[src/include/fifo_settings.svh]
/* FIFO equivalence settings */

`ifndef FIFO_SETTINGS_SVH
`define FIFO_SETTINGS_SVH

// width of one queued word
`define FIFO_DATA_WIDTH 4

// entries per queue, power of two only
`define FIFO_DEPTH 16

`define FIFO_PTR_WIDTH 4 // log2 of FIFO_DEPTH

`endif

[src/hdl/fifoTypesPkg.sv]
/* FIFO data and pointer types */

`default_nettype none

`include "fifo_settings.svh"

package fifoTypesPkg;

    // one queued word, shared by both queues and the top
    typedef logic [`FIFO_DATA_WIDTH-1:0] dataWord;

    // head and tail positions
    // depth is a power of two, so pointers wrap by overflow
    typedef logic [`FIFO_PTR_WIDTH-1:0] fifoPtr;

endpackage

`default_nettype wire

[src/hdl/checkTypesPkg.sv]
/* comparator types */

`default_nettype none

`include "fifo_settings.svh"

package checkTypesPkg;

    // checker FSM, failed is terminal until rst
    typedef enum logic {
        checkClean,
        checkFailed
    } checkState;

    // kind of the first disagreement, listed in priority order
    typedef enum logic [1:0] {
        noMismatch,    // nothing seen yet
        fullMismatch,  // full flags differ
        emptyMismatch, // empty flags differ
        dataMismatch   // head words differ on a non-empty queue
    } mismatchKind;

endpackage

`default_nettype wire

[src/hdl/shiftFifo.sv]
/* shift-register FIFO */

`default_nettype none

`include "fifo_settings.svh"

module shiftFifo
    import fifoTypesPkg::*;
(
    input  wire logic    clock,
    input  wire logic    rst,
    input  wire dataWord dataIn,
    input  wire logic    push,
    input  wire logic    pop,
    output dataWord      dataOut,
    output logic         full,
    output logic         empty
);

    localparam fifoPtr LAST = fifoPtr'(`FIFO_DEPTH - 1); // top slot of the shift chain

    // new words always enter at slot 0, oldest entry sits at tail
    dataWord mem [`FIFO_DEPTH];
    fifoPtr  tail;

    logic pushOk; // push that is actually performed
    logic popOk;  // pop that is actually performed

    // push wins over pop in the same cycle
    assign pushOk = push && !full;
    assign popOk  = pop && !push && !empty;

    // shift chain storage
    always_ff @(posedge clock) begin
        if (pushOk) begin
            for (int i = `FIFO_DEPTH - 1; i > 0; i--) begin
                mem[i] <= mem[i-1]; // move everything up one place
            end
            mem[0] <= dataIn;
        end
    end

    // tail pointer and empty flag
    always_ff @(posedge clock) begin
        if (rst) begin
            tail  <= '0;
            empty <= 1'b1;
        end else if (pushOk) begin
            if (!empty) begin
                tail <= tail + 1'b1; // oldest entry was pushed up too
            end
            empty <= 1'b0;
        end else if (popOk) begin
            if (tail == '0) begin
                empty <= 1'b1; // last entry leaves, tail stays at 0
            end else begin
                tail <= tail - 1'b1;
            end
        end
    end

    assign dataOut = mem[tail];     // first word fall-through
    assign full    = (tail == LAST);

    // flags exclusive, even with a glitchy command stream
    fullEmptyExclusive: assert property (
        @(posedge clock) disable iff (rst)
        !(full && empty)
    );

    // an empty queue always parks the tail at slot 0
    tailParkedWhenEmpty: assert property (
        @(posedge clock) disable iff (rst)
        empty |-> (tail == '0)
    );

endmodule

`default_nettype wire

[src/hdl/ringFifo.sv]
/* ring-buffer FIFO */

`default_nettype none

`include "fifo_settings.svh"

module ringFifo
    import fifoTypesPkg::*;
(
    input  wire logic    clock,
    input  wire logic    rst,
    input  wire dataWord dataIn,
    input  wire logic    push,
    input  wire logic    pop,
    output dataWord      dataOut,
    output logic         full,
    output logic         empty
);

    // wraparound below relies on a power-of-two depth
    if ((1 << `FIFO_PTR_WIDTH) != `FIFO_DEPTH) begin : gDepthCheck
        $error("ringFifo needs FIFO_DEPTH equal to 2**FIFO_PTR_WIDTH");
    end

    dataWord mem [`FIFO_DEPTH];
    fifoPtr  head;     // next write slot unless full
    fifoPtr  tail;     // oldest entry unless empty
    fifoPtr  tailNext; // tail after a pop

    logic pushOk;
    logic popOk;

    // same acceptance rules as the shift queue
    assign pushOk = push && !full;
    assign popOk  = pop && !push && !empty;

    assign tailNext = tail + 1'b1; // wraps at the depth

    // payload storage, written at head
    always_ff @(posedge clock) begin
        if (pushOk) begin
            mem[head] <= dataIn;
        end
    end

    always_ff @(posedge clock) begin
        if (rst) begin
            head  <= '0;
            tail  <= '0;
            empty <= 1'b1;
        end else if (pushOk) begin
            head  <= head + 1'b1;
            empty <= 1'b0;
        end else if (popOk) begin
            tail <= tailNext;
            // compare after the advance, so a pop from full does not look empty
            if (tailNext == head) begin
                empty <= 1'b1;
            end
        end
    end

    assign dataOut = mem[tail];
    // pointers meet both when empty and when full, the flag decides
    assign full = (head == tail) && !empty;

    // an empty ring has head and tail together
    emptyPointersMeet: assert property (
        @(posedge clock) disable iff (rst)
        empty |-> (head == tail)
    );

endmodule

`default_nettype wire

[src/hdl/fifoComparator.sv]
/* FIFO output comparator */

`default_nettype none

module fifoComparator
    import fifoTypesPkg::*;
    import checkTypesPkg::*;
(
    input  wire logic    clock,
    input  wire logic    rst,
    input  wire dataWord shiftData,
    input  wire logic    shiftFull,
    input  wire logic    shiftEmpty,
    input  wire dataWord ringData,
    input  wire logic    ringFull,
    input  wire logic    ringEmpty,
    output logic         equal,
    output logic         mismatchSeen,
    output mismatchKind  firstMismatch
);

    checkState   state;
    checkState   stateNext;
    mismatchKind kindNow; // kind of mismatch in this cycle

    logic fullSame;
    logic emptySame;
    logic dataSame;

    assign fullSame  = (shiftFull == ringFull);
    assign emptySame = (shiftEmpty == ringEmpty);
    // data only matters once something is queued
    assign dataSame  = shiftEmpty || (shiftData == ringData);

    assign equal = fullSame && emptySame && dataSame; // same cycle, no register

    // classify, first disagreeing field wins
    always_comb begin
        if (!fullSame) begin
            kindNow = fullMismatch;
        end else if (!emptySame) begin
            kindNow = emptyMismatch;
        end else if (!dataSame) begin
            kindNow = dataMismatch;
        end else begin
            kindNow = noMismatch;
        end
    end

    // clean until the first unequal cycle, then stuck
    always_comb begin
        stateNext = state;
        case (state)
            checkClean: begin
                if (!equal) begin
                    stateNext = checkFailed;
                end
            end
            checkFailed: stateNext = checkFailed; // only rst leaves
            default:     stateNext = checkClean;
        endcase
    end

    always_ff @(posedge clock) begin
        if (rst) begin
            state         <= checkClean;
            firstMismatch <= noMismatch;
        end else begin
            state <= stateNext;
            // capture the kind only on the clean to failed move
            if (state == checkClean && stateNext == checkFailed) begin
                firstMismatch <= kindNow;
            end
        end
    end

    assign mismatchSeen = (state == checkFailed);

    // the failure record is sticky across the whole run
    failedIsSticky: assert property (
        @(posedge clock) disable iff (rst)
        (state == checkFailed) |=> (state == checkFailed) && $stable(firstMismatch)
    );

    // a recorded failure always carries a real kind
    failedHasKind: assert property (
        @(posedge clock) disable iff (rst)
        mismatchSeen |-> (firstMismatch != noMismatch)
    );

endmodule

`default_nettype wire

[src/hdl/fifoEquivTop.sv]
/* FIFO equivalence top */

`default_nettype none

module fifoEquivTop
    import fifoTypesPkg::*;
    import checkTypesPkg::*;
(
    input  wire logic    clock,
    input  wire logic    rst,
    input  wire dataWord dataIn,
    input  wire logic    push,
    input  wire logic    pop,
    output dataWord      dataOut,      // from the ring queue
    output logic         full,
    output logic         empty,
    output logic         equal,
    output logic         mismatchSeen,
    output mismatchKind  firstMismatch
);

    // shift queue outputs, only seen by the comparator
    dataWord shiftData;
    logic    shiftFull;
    logic    shiftEmpty;

    shiftFifo shift_i (
        .clock   (clock),
        .rst     (rst),
        .dataIn  (dataIn),
        .push    (push),
        .pop     (pop),
        .dataOut (shiftData),
        .full    (shiftFull),
        .empty   (shiftEmpty)
    );

    // ring queue is the reference, its outputs go straight to the top ports
    ringFifo ring_i (
        .clock   (clock),
        .rst     (rst),
        .dataIn  (dataIn),
        .push    (push),
        .pop     (pop),
        .dataOut (dataOut),
        .full    (full),
        .empty   (empty)
    );

    fifoComparator cmp_i (
        .clock         (clock),
        .rst           (rst),
        .shiftData     (shiftData),
        .shiftFull     (shiftFull),
        .shiftEmpty    (shiftEmpty),
        .ringData      (dataOut),
        .ringFull      (full),
        .ringEmpty     (empty),
        .equal         (equal),
        .mismatchSeen  (mismatchSeen),
        .firstMismatch (firstMismatch)
    );

endmodule

`default_nettype wire

[config.mk]
export PLATFORM = sky130hd
export DESIGN_NAME = fifoEquivTop
export DESIGN_NICKNAME = d
export VERILOG_FILES = /design/src/hdl/fifoTypesPkg.sv /design/src/hdl/checkTypesPkg.sv /design/src/hdl/shiftFifo.sv /design/src/hdl/ringFifo.sv /design/src/hdl/fifoComparator.sv /design/src/hdl/fifoEquivTop.sv
export VERILOG_INCLUDE_DIRS = /design/src /design/src/include
export SDC_FILE = /design/constraint.sdc
export NUM_CORES = 1
export LEC_CHECK = 0
export BUFFER_PORTS_ARGS = -buffer_cell sky130_fd_sc_hd__buf_2
export CORE_MARGIN = 2
export CORE_UTILIZATION = 55
export CTS_CLUSTER_SIZE = 28
export DETAILED_ROUTE_END_ITERATION = 12
export PLACE_DENSITY_LB_ADDON = 0.3
export SYNTH_ARGS = -nofsm -noshare
export SYNTH_HDL_FRONTEND = slang
export SYNTH_SLANG_ARGS = --single-unit
[constraint.sdc]
create_clock -name clock -period 4.6 [get_ports clock]
set_clock_uncertainty 0.2 [all_clocks]
set_input_delay 0.46 -clock clock [delete_from_list [all_inputs] [get_ports clock]]
set_output_delay 0.46 -clock clock [all_outputs]
set_load 0.005 [all_outputs]
==> load_flow_metrics.sql <==
INSERT INTO impl_metrics (metric_group, metric, value, unit) VALUES
('route', 'viasPerCell', '6.00', ''),
('critical_path', 'timing.critical_path.from_type', 'flop', ''),
('critical_path', 'timing.critical_path.to_type', 'output pin', ''),
('clocking', 'cts_max_level', '4', ''),
('grt', 'globalRouteTotalUtil', '20.6', '%'),
('die', 'die_w', '110', 'um'),
('cells_and_area', 'drive_gt1_share', '19.7', '%'),
('cells_and_area', 'num-nets-final', '393', ''),
('die', 'core_region_area', '0.0109', 'mm2'),
('sta', 'finalSetupViolCount', '0', ''),
('synthesis', 'synth-edff-count', '128', ''),
('synthesis', 'asyncSetResetFlopFracSynth', '0', '%'),
('grt', 'grt_pass1_vias', '3197', ''),
('placement', 'place.port_buffers', '17', ''),
('die', 'initial_core_util', '56.7', '%'),
('die', 'die-height', '110', 'um'),
('placement', 'dp_hpwl', '7050', 'um'),
('synthesis', 'syn_inst', '353', ''),
('grt', 'grt.overflow.total', '0', ''),
('cells_and_area', 'area_growth', '13.5', '%'),
('power_and_ir_drop', 'p_leak', '2.39', 'nW'),
('critical_path', 'timing.critical_path.cells', 'buf_4 > mux4_2 > a22oi_1 > nand3_1 > xor2_1 > nor3_1 > a31o_1 > buf_2', ''),
('critical_path', 'critPathMaxStageDelay', '0.78', 'ns'),
('critical_path', 'critPathSlowestCell', 'dfxtp_1', ''),
('sta', 'tightest_slew', '1.21', 'ns'),
('placement', 'globalplace.congestion', '0.783', ''),
('grt', 'number_of_antenna_violations_at_the_first_check_in_global_routing', '0', ''),
('critical_path', 'r2r-end', 'cmp_i.mismatchSeen', ''),
('synthesis', 'post_synthesis_net_count', '368', ''),
('critical_path', 'setup.worst_path.class', 'reg -> out', ''),
('route', 'drt-wirelength-per-cell', '20.9', 'um'),
('clocking', 'cts-resized-gates', '0', ''),
('synthesis', 'synth_area', '0.00618', 'mm2'),
('power_and_ir_drop', 'worst_ir_drop_on_vdd', '0.462', 'mV'),
('critical_path', 'number_of_cells_on_the_worst_reg_to_reg_path', '7', ''),
('min_path', 'worst_hold_path.num_cells', '1', ''),
('sta', 'rsz0062_at_grt', 'false', ''),
('cells_and_area', 'final_common_cell', 'edfxtp_1', ''),
('grt', 'grt_max_degree', '66', ''),
('die', 'rows', '38', ''),
('route', 'detail_route.iter0.violations', '295', ''),
('sta', 'timing.final.crit_share', '85.5', '%'),
('synthesis', 'yosysUniqueCellTypes', '44', ''),
('clocking', 'clk_path_buf_depth', '2', ''),
('route', 'antenna_violating_nets_post_route', '0', ''),
('clocking', 'cts.clk_slew.worst_paths', '0.07', 'ns'),
('synthesis', 'synth-warning-count', '0', ''),
('sta', 'report.final.hold_viol_count', '0', ''),
('clocking', 'cts_setup_buffers', '0', ''),
('cells_and_area', 'final_cell_mix', '128 x edfxtp_1, 32 x nor2_1, 25 x mux4_2, 25 x dfxtp_1, 17 x buf_2', ''),
('route', 'routed_wl', '11100', 'um'),
('die', 'top_level_ports', '18', ''),
('min_path', 'worst_min_delay_path_class', 'in -> reg', ''),
('sta', 'max_slew_headroom', '18.8', '%'),
('cells_and_area', 'layout.cells.non_filler', '531', ''),
('synthesis', 'sequential_fraction_of_the_synthesis_area', '70.3', '%'),
('sta', 'fin_tns_setup', '0', 'ns'),
('sta', 'final.min_clock_period', '3.93', 'ns'),
('cells_and_area', 'num_antenna_cells', '0', ''),
('route', 'router_iterations_before_antenna_repair', '5', ''),
('clocking', 'root_buffer', 'clkbuf_8', ''),
('critical_path', 'cp.required', '3.94', 'ns'),
('route', 'drc', '0', ''),
('sta', 'slew_violations', '0', ''),
('placement', 'number_of_placed_cells_counting_well_taps', '499', ''),
('sta', 'achievable-frequency', '254', 'MHz'),
('critical_path', 'worst-endpoint-arrival', '3.27', 'ns'),
('power_and_ir_drop', 'pwr_density_cell', '470', 'mW/mm2'),
('clocking', 'clock_sinks', '153', ''),
('die', 'fp.dieArea', '0.0121', 'mm2'),
('status', 'run_status', 'completed', '');
-- cell usage after synthesis (all sizes together) (2+ instances only) --
master	number	area (um2)
edfxtp	128	3840
mux4	34	800
nor2	32	120
dfxtp	25	500
xor2	14	123
nand2	11	41.3
inv	9	33.8
buf	7	43.8
clkbuf	7	26.3
ha	7	87.6
nand3	7	35.0
a21oi	6	30.0
mux2i	6	60.1
xnor2	6	52.6
nor4	5	31.3
and4	4	35.0
o22ai	4	25.0
a22oi	3	22.5
nand2b	3	18.8
nand4	3	18.8
nor2b	3	18.8
nor3	3	20.0
o21ai	3	15.0
a2bb2oi	2	17.5
a311oi	2	17.5
a41oi	2	17.5
and2	2	12.5
nand3b	2	15.0
o21bai	2	15.0
or2	2	12.5
-- registers in the layout, indices dropped and copies added, names as in the netlist, named ones only --
register / count
cmp_i.firstMismatch: 2
cmp_i.mismatchSeen: 1
ring_i.empty: 1
ring_i.head: 4
ring_i.mem: 64
ring_i.tail: 4
shift_i.empty: 1
shift_i.mem: 64
shift_i.tail: 4
-- how the worst max path moves through the flow --
stage / to / slack, ns / cells after the start
after floorplan: flop / 1.62 / 10
after global placement: equal / 1.27 / 8
after detailed placement: equal / 1.18 / 8
after CTS: equal / 0.59 / 8
after global routing: equal / 0.40 / 8
final: equal / 0.67 / 8
-- cells by family (layout without fill, tap and decap cells) --
group	count (synthesis)	after routing	share of synthesized area [%]
multiplexers	40	40	13.9
XOR/XNOR	20	20	2.84
AND/OR/NAND/NOR	81	81	6.60
buffers and inverters	23	61	1.68
flip-flops	153	153	70.3
adder cells (fa/ha/maj)	7	7	1.42
AO/OA/AOI/OAI	29	29	3.24
-- worst max-delay path, delay by kind of cell (launching register included) --
family,cells,cell delay (ns)
buf+inv,2,0.42
simple gates,2,0.47
mux,1,0.51
compound gates,2,0.40
xor+xnor,1,0.17
flops,1,0.78
-- per-layer routing --
layer / share of wire (%) / GRT usage [%] / up-vias
met1: 44 / 26.1 / 1623
met5: 0 / 0 / -
met2: 50 / 32.3 / 98
met3: 3.9 / 6.88 / 16
met4: 2.1 / 9.95 / 0
li1: - / - / 1448
-- power breakdown --
group,total (mW),internal (mW),switching [mW]
Combinational,0.223,0.105,0.119
Clock,1.46,0.934,0.530
Sequential,1.61,1.56,0.0493
-- final cells by class --
type	instances	area, um2	share of cell area, %
Sequential cell	153	4340	61.9
Multi-Input combinational cell	177	1730	24.7
Clock buffer	20	425	6.06
Clock inverter	12	199	2.84
Tap cell	140	175	2.50
Timing Repair Buffer	20	108	1.53
Inverter	9	33.8	0.482
-- stage by stage --
step / utilization (%) / area (um2) / hold WS, ns / worst slack (ns) / power [mW]
floorplan: - / 6180 / 0.221 / 1.62 / 1.79
global placement: 58.7 / 6390 / 0.227 / 1.27 / 1.85
detailed placement: 58.7 / 6390 / 0.230 / 1.18 / 1.86
CTS: 64.4 / 7020 / 0.0823 / 0.590 / 3.32
global route: 64.4 / 7020 / 0.102 / 0.405 / 3.41
finish: 64.4 / 7020 / 0.118 / 0.667 / 3.30
Note: power is estimated with default switching activity, not from simulation.
